File: config.mk
export PLATFORM = sky130hd
export DESIGN_NAME = pixelMapper
export DESIGN_NICKNAME = d
export VERILOG_FILES = /design/src/histEqPkg.sv /design/src/pixelMapper.sv
export VERILOG_INCLUDE_DIRS = /design/src /design/src/src
export SDC_FILE = /design/constraint.sdc
export NUM_CORES = 1
export LEC_CHECK = 0
export BUFFER_PORTS_ARGS = -buffer_cell sky130_fd_sc_hd__buf_2
export CAP_MARGIN = 20
export CORE_UTILIZATION = 26
export CTS_CLUSTER_SIZE = 12
export DETAILED_ROUTE_END_ITERATION = 10
export PLACE_DENSITY = 0.81
export SLEW_MARGIN = 10
export SYNTH_ARGS = -nofsm -noshare
export SYNTH_HDL_FRONTEND = slang
export SYNTH_SLANG_ARGS = --single-unit
File: constraint.sdc
create_clock -name clock -period 0.8 [get_ports clock]
set_clock_uncertainty 0.15 [all_clocks]
set_input_delay 0.08 -clock clock [delete_from_list [all_inputs] [get_ports clock]]
set_output_delay 0.08 -clock clock [all_outputs]
set_load 0.03 [all_outputs]
File: src/histEq_defines.svh
`ifndef HIST_EQ_DEFINES_SVH
`define HIST_EQ_DEFINES_SVH

// grey levels, and so bins per bank
`define HIST_BINS 256

// a frame holds 1 << HIST_FRAME_LOG2 pixels
`define HIST_FRAME_LOG2 10

`define HIST_COUNT_WIDTH 20

// bit 15 picks the bank, bits 7:0 pick the bin
`define HIST_ADDR_WIDTH 16

// entry tags kept in the top 16 bits of a memory word
`define HIST_BIN_TAG 16'haaaa
`define HIST_MAP_TAG 16'h5555

`endif
File: src/histEqPkg.sv
`default_nettype none

`include "histEq_defines.svh"

package histEqPkg;

  // one memory word, seen as a histogram bin or as a map entry
  typedef union packed {
    struct packed {
      logic [15:0]                  tag;
      logic [`HIST_COUNT_WIDTH-1:0] count;
    } binView;
    struct packed {
      logic [15:0]                    tag;
      logic [`HIST_COUNT_WIDTH-9:0]   reserved;
      logic [7:0]                     level;
    } mapView;
  } histWord;

endpackage

`default_nettype wire

File: src/pixelMapper.sv
`timescale 1ns/10ps
`default_nettype none

`include "histEq_defines.svh"

module pixelMapper (
  input  wire logic                        clock,
  input  wire logic                        reset_n,
  input  wire logic                        ready,
  input  wire logic                        pixelValid,
  input  wire logic                        bank,
  input  wire logic [7:0]                  pixel,
  output logic      [`HIST_ADDR_WIDTH-1:0] readAddr,
  input  histEqPkg::histWord               readData,
  output logic                             mappedValid,
  output logic      [7:0]                  mappedPixel
);

  logic [7:0] lookupLevel;

  assign readAddr = {bank, {(`HIST_ADDR_WIDTH-9){1'b0}}, pixel};

  always_comb
  begin
    if (readData.mapView.tag == `HIST_MAP_TAG)
      lookupLevel = readData.mapView.level;
    else
      lookupLevel = 8'd0; // slot never received a level
  end

  always_ff @(posedge clock or negedge reset_n)
  begin
    if (!reset_n)
      mappedValid <= 1'b0;
    else
      mappedValid <= ready & pixelValid;
  end

  always_ff @(posedge clock)
  begin
    if (ready && pixelValid)
      mappedPixel <= lookupLevel;
  end

endmodule

`default_nettype wire

=== Word-level counts from Yosys, hierarchy flattened ===
Index checks and enable logic that the tools add are counted.
Widths: inputs -> output; s select.

* Flip-flop bits (word level): 9
* Bits in latches: 0
* RAM bits: 0
* Memory bits (read-only): 0
* Input bits: 49
* Output and inout bits: 25
* Word-level logic and storage cells: 5
* Memories: 0

* Add/subtract/negate cells: 0
* $mul: 0
* Div/mod/pow operators: 0
* $lt $le $gt $ge: 0
* Equality and inequality tests: 1
* Shifts and indexed selects: 0
* Mux-type cells: 0
* Bitwise operators: 1
* Reduce and logical (&&, ||, !) cells: 1

{| class="wikitable"
|+ Operator list
! cell !! count
|-
| $eq 16x15->1 const B || 1
|-
| $and 1x1->1 || 1
|-
| $logic_and 1x1->1 || 1
|}

=== Longest topological paths before layout ===
Gate-level depths: netlist of run 1.

* Depth in word-level cells: 1
* Mapped depth: 3

=== Least setup slack after synthesis of run 1 ===
OpenSTA, ideal clock, no wires.

* Path kind: input to register
* Start: in readData[23] (netlist bit)
* End: reg mappedPixel[0], data pin
* Setup time: 255 ps
* Data arrival time: 600 ps
* Setup slack: -204 ps
* Cell stages on the path: 3
* Path buffers: 0
* Path through: and4bb_1 > and4_4 > and2_1

* Longest elaborated chain between the ends: 1

{| class="wikitable"
|+ Ends and longest elaborated chain
! what !! line !! text
|-
| start, declared || pixelMapper.sv:14 || <nowiki>input histEqPkg::histWord readData,</nowiki>
|-
| $eq 16x15->1 (no line) || -- ||
|-
| end signal, assigned || pixelMapper.sv:42 || <nowiki>mappedPixel <= lookupLevel;</nowiki>
|-
| end, declared || pixelMapper.sv:16 || <nowiki>output logic [7:0] mappedPixel</nowiki>
|}

Every way passes these cells.
A chain may end at the register's enable or synchronous reset.

=== Worst setup path after layout of run 1 ===
* Start: reg mappedPixel[6]
* End: out mappedPixel[6]

No word-level cell between the ends.

==> results of run 1 <==
[kinds of logic (layout without fill, tap and decap cells)]
family / Yosys count / count (layout) / synth area share [%]
AND/OR/NAND/NOR: 14 / 14 / 23.2
other: 1 / 7 / 0.740
buffers and inverters: 16 / 41 / 23.7
flip-flops: 9 / 9 / 52.3
[metal layers]
metal / track usage [%] / up-vias / share of wire, %
li1: - / 176 / -
met1: 7.06 / 156 / 29
met2: 18.9 / 24 / 59
met3: 2.35 / 0 / 12
met4: 5.88 / 0 / 0
met5: 0 / - / 0
[report_power, final]
part	switching (mW)	internal (mW)	leakage (nW)	total [mW]
clock network	0.142	0.191	0.0150	0.333
registers	0.0115	0.535	0.0781	0.546
logic	0.125	0.107	0.256	0.232
[through the flow]
| stage | cells | worst slack [ps] | setup TNS, ps | cell area [sq um] | total power, mW |
|---|---|---|---|---|---|
| 3_5_place_dp | 91 | -343 | -3340 | 622 | 0.741 |
| 3_3_place_gp | 91 | -314 | -3080 | 622 | 0.740 |
| 2_1_floorplan | 46 | -204 | -1630 | 531 | 0.771 |
| 5_1_grt | 96 | -264 | -2940 | 744 | 1.16 |
| 6_report | 96 | -239 | -2550 | 744 | 1.11 |
| 4_1_cts | 96 | -232 | -2510 | 739 | 1.12 |
[repair_timing]
action | 4_1_cts | 5_1_grt
endpoints found under the setup margin | 17 | 17
pin swaps | 10 | 1
endpoints found under the hold margin | 9 | 9
resized for setup | 25 | 2
[final timing paths]
check	end	depth (start not counted)	slack [ps]	from
max in group asynchronous	mappedValid$_DFF_PN0_	2	450	reset_n
max	mappedPixel[6]	1	-240	mappedPixel[6]$_SDFFCE_PP0P_
min	mappedValid$_DFF_PN0_	2	-40	reset_n
min in group clock	mappedPixel[4]$_SDFFCE_PP0P_	2	-30	readData[4]
[sequential cells by signal, indices dropped and copies added (netlist names)]
register and cells:
mappedValid 1, mappedPixel 8
[cell usage after synthesis]
cell type  number
and2_1          9
edfxtp_1        8
and4bb_2        1
and4_4          1
dfrtp_1         1
buf_4          16
and4bb_1        3
conb_1          1
[layout make-up]
| type | count | area, sq um |
|---|---|---|
| Fill cell | 165 | 1040 |
| Sequential cell | 9 | 265 |
| Timing Repair Buffer | 37 | 259 |
| Multi-Input combinational cell | 21 | 163 |
| Tap cell | 25 | 31.3 |
| Clock buffer | 4 | 26.3 |
==> key figures, run 1 <==
Worst setup path
  • Critical path peak fanout: 1
  • Cell chain of the critical path: buf_6
  • CP delay by family, top: flip-flops
  • Worst EP arrival: 810 ps
  • WP buf/inv: 1
  • WP data required: 570 ps
  • Crit path launch type: register
  • Crit Path Category: reg2out
  • Crit end category: output pin
  • Peak per-stage delay on the critical path: 400 ps
  • Worst-path cell with the longest stage delay: edfxtp_1

GRT
  • Pin count of the biggest net entering global routing: 10
  • Gr ovfl total: 0
  • Vias in the first global route: 350
  • First-pass GRT wire length: 1350 um
  • All-Layer GR Usage: 9.11%
  • Initial antenna violation count: 0

Die
  • Initial core utilization: 28.4%
  • Die area: 0.00213 sq mm
  • Row count: 15
  • I/O Pins: 74
  • Die Width: 46.1 um
  • Core Region: 0.00178 sq mm
  • Chip height: 46.1 um

Timing
  • Period minus WS final: 1040 ps
  • Fmax: 963 MHz
  • Final Hold Vio Count: 9
  • Period utilization: 130%
  • Hold_ws: -35.9 ps
  • Slew Viols, Final: 0
  • Setup violators final: 17
  • RSZ-0062 raised after global routing: true
  • PnR worst setup slack: -239 ps

Outcome
  • Status: finished with violations
  • Failing checks: hold timing, setup timing

Routing
  • Routed WL per cell: 10.3 um
  • Drt drc: 0
  • Final ANT Viol Nets: 0
  • DR iter-0 viols: 0
  • Routed Wire Length: 991 um
  • DRT Pass-1 Iters: 1
  • Via count: 356
  • Vias/cell: 3.71

Synth
  • Top-area cell type share of the netlist area: 47.4%
  • Netlist Area Pre-Place: 507 sq um
  • Biggest area consumer among synthesized cells: edfxtp_1
  • Sequential area share after synthesis: 52.3%
  • Ys Warns: 0
  • Post-Syn Instances: 40
  • Seq cells post-synth: 9
  • Syn avg cell area: 12.7 sq um
  • Cell variety after synth: 8
  • Synth area leaders: edfxtp_1 47%, buf_4 24%, and2_1 11%

Clocking
  • Post-CTS setup buffers: 0
  • TritonCTS clock tree: built
  • Clock sink count: 9
  • Hold_buf cts: 1
  • Root Driver: clkbuf_4
  • Clock transition at the registers of the reported paths: 60 ps
  • H-tree Lvls: 1
  • CTS max path bufs: 2
  • CTS Buf Count: 3

Place
  • PortBufs: 36
  • Routability cong.: 0.702

Final layout
  • Final core occ: 41.8%
  • Synth-to-layout area growth: 46.9%
  • Share of cells above drive strength 1: 69.0%
  • Layout Nets: 121
  • Antenna cells: 0
  • Most frequent cells in the layout: 25 x buf_2, 11 x buf_6, 8 x edfxtp_1, 7 x and2_4, 7 x conb_1
  • Leading cell type in the layout, fill and taps excluded: buf_2

Min path
  • Worst min path class: in2async

Pwr
  • Max VDD drop: 0.528 mV
  • Power per cell area: 1490 mW/mm^2
  • Static Leak: 0.349 nW

Job
  • Max-Cap Viols: 0
(Power assumes the default switching activity.)
==> run 2, diff against run 1 <==
CORE_UTILIZATION = 28   (was 26)
PLACE_DENSITY = 0.82   (was 0.81)
RECOVER_POWER = 25   (was default)
clock period = 1.1 ns   (was 0.8 ns; I/O delays follow)
==> run 2 against run 1 <==
Compared with the run above: the flow now finishes without violations; clock power decreased by 25%; non-clock buffer count rose by 9; sequential power decreased by 28%; routed wire length is 1.3% higher; cell count rose by 9.4%; combinational power is 26% lower; sequential cell count stayed put; worst setup slack better by 260 ps.
==> key figures, run 2 (synthesis results as in run 1) <==
Outcome
  • Status: completed

Timing
  • Hold_ws: 70.0 ps
  • Period minus WS final: 1080 ps
  • RSZ-0062 raised after global routing: true
  • Setup TNS: 0 ps
  • Setup violators final: 0
  • Slew Viols, Final: 0
  • Period utilization: 98.4%
  • Fmax: 924 MHz
  • PnR worst setup slack: 17.6 ps
  • Final Hold Vio Count: 0

Final layout
  • Max FFs per register: 8
  • Largest regs: mappedPixel x8, mappedValid x1
  • Share of cells above drive strength 1: 52.5%
  • Layout Nets: 130
  • Final Cell Area: 761 sq um
  • Leading cell type in the layout, fill and taps excluded: buf_2
  • Antenna cells: 0
  • Synth-to-layout area growth: 50.1%
  • Most frequent cells in the layout: 34 x buf_2, 10 x dlygate4sd3_1, 9 x and2_1, 8 x edfxtp_1, 7 x conb_1
  • Most flop-heavy register: mappedPixel

Pwr
  • Switch share: 26.3%
  • Max VDD drop: 0.455 mV
  • Clock power share: 30.7%
  • Power per cell area: 1070 mW/mm^2
  • Combinational share of power: 21.1%
  • Int Pwr: 601 uW
  • Tot Pwr: 815 uW
  • Sw Pwr: 214 uW
  • Sequential Power Share: 48.2%
  • Static Leak: 0.357 nW

Clocking
  • H-tree Lvls: 1
  • Post-CTS setup buffers: 0
  • Root Driver: clkbuf_4
  • CTS max path bufs: 2
  • Clock transition at the registers of the reported paths: 60 ps
  • TritonCTS clock tree: built
  • CTS Buf Count: 3
  • Clock sink count: 9

Die
  • Row count: 15
  • I/O Pins: 74
  • Die Width: 44.5 um
  • Core Region: 0.00171 sq mm
  • Initial core utilization: 29.7%
  • Die area: 0.00198 sq mm
  • Chip height: 44.5 um

Min path
  • Worst hold path depth: 0
  • Hold wc startpoint: pixel[2]
  • Worst min path class: in2out
  • Hold Path End: readAddr[2]

Place
  • Area after DPL: 621 sq um
  • Routability cong.: 0.658
  • Post-place setup slack: -74.8 ps
  • PortBufs: 36

Worst setup path
  • WP data required: 840 ps
  • CP delay by family, top: flip-flops
  • Peak per-stage delay on the critical path: 400 ps
  • Crit Path Category: reg2out
  • WP buf/inv: 1
  • Crit end category: output pin
  • Worst-path cell with the longest stage delay: edfxtp_1
  • Critical path peak fanout: 1
  • Crit path launch type: register
  • Worst EP arrival: 820 ps
  • Cell chain of the critical path: buf_6

Routing
  • Vias/cell: 3.82
  • Final ANT Viol Nets: 0
  • Drt drc: 0
  • DR iter-0 viols: 5
  • Routed WL per cell: 9.56 um
  • Via count: 401
  • Routed Wire Length: 1000 um
  • DRT Pass-1 Iters: 2

Job
  • Max-Cap Viols: 0

GRT
  • Gr ovfl total: 0
  • All-Layer GR Usage: 9.69%
  • Vias in the first global route: 361
  • Initial antenna violation count: 0
  • Pin count of the biggest net entering global routing: 10
  • First-pass GRT wire length: 1300 um
## run 2: changes by cell type in the layout (fill, tap and decap cells not counted), sizes merged
cell / previous run / this run
clkbuf: 4 / 3
clkinv: 0 / 1
dlygate4sd3: 1 / 10
## run 2: timing repair
action,in CTS,in global routing
hold buffers,10,0
resized for setup,0,6
endpoints found under the setup margin,0,2
endpoints found under the hold margin,9,0
## run 2: stage by stage
stage / std cells / utilization (%)
after floorplan: 46 / -
after global placement: 91 / 36.3
after detailed placement: 91 / 36.3
after CTS: 105 / 43.8
after global routing: 105 / 44.5
final: 105 / 44.5
## run 2: area by class of cell
type / instances / area (sq um)
sequential: 9 / 265
clock inverter: 1 / 5.00
timing repair buffer: 46 / 293
tap: 25 / 31.3
fill: 160 / 947
clock buffer: 3 / 22.5
multi-input combinational: 21 / 144
## run 2: how the worst max path moves through the flow
stage	cells after the start	slack, ps	start	to
after floorplan	3	70	readData[23]	mappedPixel[0]$_SDFFCE_PP0P_
after global placement	4	-50	readData[32]	mappedPixel[5]$_SDFFCE_PP0P_
after detailed placement	4	-70	readData[32]	mappedPixel[0]$_SDFFCE_PP0P_
after CTS	1	20	mappedPixel[0]$_SDFFCE_PP0P_	mappedPixel[0]
after global routing	1	-20	mappedPixel[0]$_SDFFCE_PP0P_	mappedPixel[0]
final	1	20	mappedPixel[0]$_SDFFCE_PP0P_	mappedPixel[0]
## run 2: power groups by stage
stage               clock network (mW)  logic (mW)  registers (mW)
floorplan                            0       0.124           0.437
global route                     0.274       0.184           0.395
CTS                              0.255       0.167           0.392
finish                           0.250       0.172           0.393
detailed placement                   0       0.140           0.399
global placement                     0       0.138           0.398
## run 2: metal layers
layer / wire length, um / share of wire (%) / up-vias / global-route usage (%)
met5: 0 / 0 / - / 0
met4: 39 / 3.9 / 0 / 11.5
met3: 103 / 10 / 6 / 1.63
met2: 536 / 53 / 29 / 18.5
met1: 325 / 32 / 171 / 7.21
li1: - / - / 195 / -
==> run 3, diff against run 2 <==
CORE_MARGIN = 10   (was default)
==> run 3 against run 2 <==
Compared with the run above: first-iteration DRC count decreased by 60%; sequential cell count unchanged; worst setup slack improved by 30 ps; worst hold slack got worse by 63 ps; largest power group unchanged; fmax increased by 2.8%; sequential power about the same; power decreased by 3.1%; combinational power decreased by 2%; die area increased by 97%; critical path depth unchanged; via count decreased by 3.2%.
==> key figures, run 3 (synthesis results as in run 1) <==
Final layout
  • Fillers: 173
  • Share of cells above drive strength 1: 51.9%
  • Max FFs per register: 8
  • Register area: 265 sq um
  • Final Cell Area: 739 sq um
  • Most frequent cells in the layout: 35 x buf_2, 9 x and2_1, 9 x dlygate4sd3_1, 8 x edfxtp_1, 7 x conb_1
  • Footprint of the multi-input gates: 144 sq um
  • Leading cell type in the layout, fill and taps excluded: buf_2
  • Layout Nets: 129
  • Synth-to-layout area growth: 45.9%
  • Antenna cells: 0
  • Largest regs: mappedPixel x8, mappedValid x1
  • Most flop-heavy register: mappedPixel

GRT
  • Gr ovfl total: 0
  • Initial antenna violation count: 0
  • All-Layer GR Usage: 7.35%
  • Vias in the first global route: 460
  • First-pass GRT wire length: 2270 um
  • Pin count of the biggest net entering global routing: 10

Pwr
  • Static Leak: 0.345 nW
  • Tot Pwr: 790 uW
  • Power per cell area: 1070 mW/mm^2
  • Max VDD drop: 0.379 mV

Place
  • Area after DPL: 621 sq um
  • Routability cong.: 0.620
  • PortBufs: 36

Worst setup path
  • Worst Setup SP: mappedPixel[5]$_SDFFCE_PP0P_
  • WP data required: 840 ps
  • Critical path peak fanout: 1
  • WP buf/inv: 1
  • CP delay by family, top: flip-flops
  • Worst EP arrival: 790 ps
  • Crit path launch type: register
  • Crit end category: output pin
  • Worst-path cell with the longest stage delay: edfxtp_1
  • Crit Path Category: reg2out
  • Peak per-stage delay on the critical path: 370 ps
  • Cell chain of the critical path: buf_4

Job
  • Max-Cap Viols: 0

Min path
  • Worst min path class: in2async

Clocking
  • Root Driver: clkbuf_4
  • Post-CTS setup buffers: 0
  • Clock transition at the registers of the reported paths: 50 ps
  • H-tree Lvls: 1
  • TritonCTS clock tree: built
  • CTS max path bufs: 2
  • Clock sink count: 9
  • CTS Buf Count: 3

Timing
  • RSZ-0062 raised after global routing: false
  • Fmax: 950 MHz
  • Slew Viols, Final: 0
  • Period utilization: 95.7%
  • Hold_ws: 7.11 ps
  • Final Hold Vio Count: 0
  • Period minus WS final: 1050 ps
  • Setup violators final: 0

Routing
  • Wire length on met1: 478 um
  • Final ANT Viol Nets: 0
  • Via count: 388
  • DR iter-0 viols: 2
  • Met3 WL: 203 um
  • DRT Pass-1 Iters: 2
  • Top sig layer: met4
  • Met2 routed WL: 697 um
  • Vias/cell: 3.73
  • Drt drc: 0
  • Routed WL per cell: 13.5 um
  • Routed Wire Length: 1400 um

Die
  • Initial core utilization: 29.3%
  • Row count: 15
  • I/O Pins: 74
  • Core Region: 0.00173 sq mm
  • Die area: 0.00391 sq mm
  • Chip height: 62.5 um
  • Die Width: 62.5 um

Outcome
  • Status: completed
==> run 3: changes by cell type in the layout (fill, tap and decap cells not counted) <==
cell,change
dlygate4sd3_1,-1
buf_2,+1
buf_4,+1
clkinv_2,-1
clkbuf_1,+1
buf_6,-2
==> run 3: report_power, final <==
part | leakage (nW) | switching, mW | internal, mW
combinational | 0.252 | 0.0952 | 0.0729
clock | 0.0150 | 0.0913 | 0.138
sequential | 0.0781 | 0.00378 | 0.389
==> run 3: per-stage QoR <==
stage	setup TNS, ps	setup WS, ps	cells	utilization, %
after global routing	0	5.09	104	42.8
after floorplan	0	65.8	46	-
after global placement	-390	-50.7	91	35.9
after CTS	0	33.1	104	42.7
final	0	47.1	104	42.8
after detailed placement	-595	-82.8	91	35.9
==> run 3: final cells by class <==
class | count | area share (%)
repair buffers | 45 | 36.9
flip-flops and latches | 9 | 35.9
multi-input cells | 21 | 19.5
well taps | 25 | 4.23
clock buffers | 4 | 3.55
==> run 3: what timing repair did <==
| item | CTS | global route |
|---|---|---|
| endpoints found under the hold margin | 9 | 0 |
| resized for setup | 0 | 2 |
| hold buffers | 9 | 0 |
| setup endpoints to repair | 0 | 1 |
==> run 3: path summary, 6_finish.rpt <==
kind	to	slack (ps)	cells after the start
setup / recovery	mappedPixel[5]	50	1
hold / removal	mappedValid$_DFF_PN0_	7	2
max in group asynchronous	mappedValid$_DFF_PN0_	710	2
min in group clock	readAddr[0]	70	0
==> run 3: routing by layer <==
layer / global-route usage (%) / vias to the layer above
li1: - / 192
met1: 5.30 / 158
met2: 13.5 / 32
met3: 5.02 / 6
met4: 4.75 / 0
met5: 0 / -
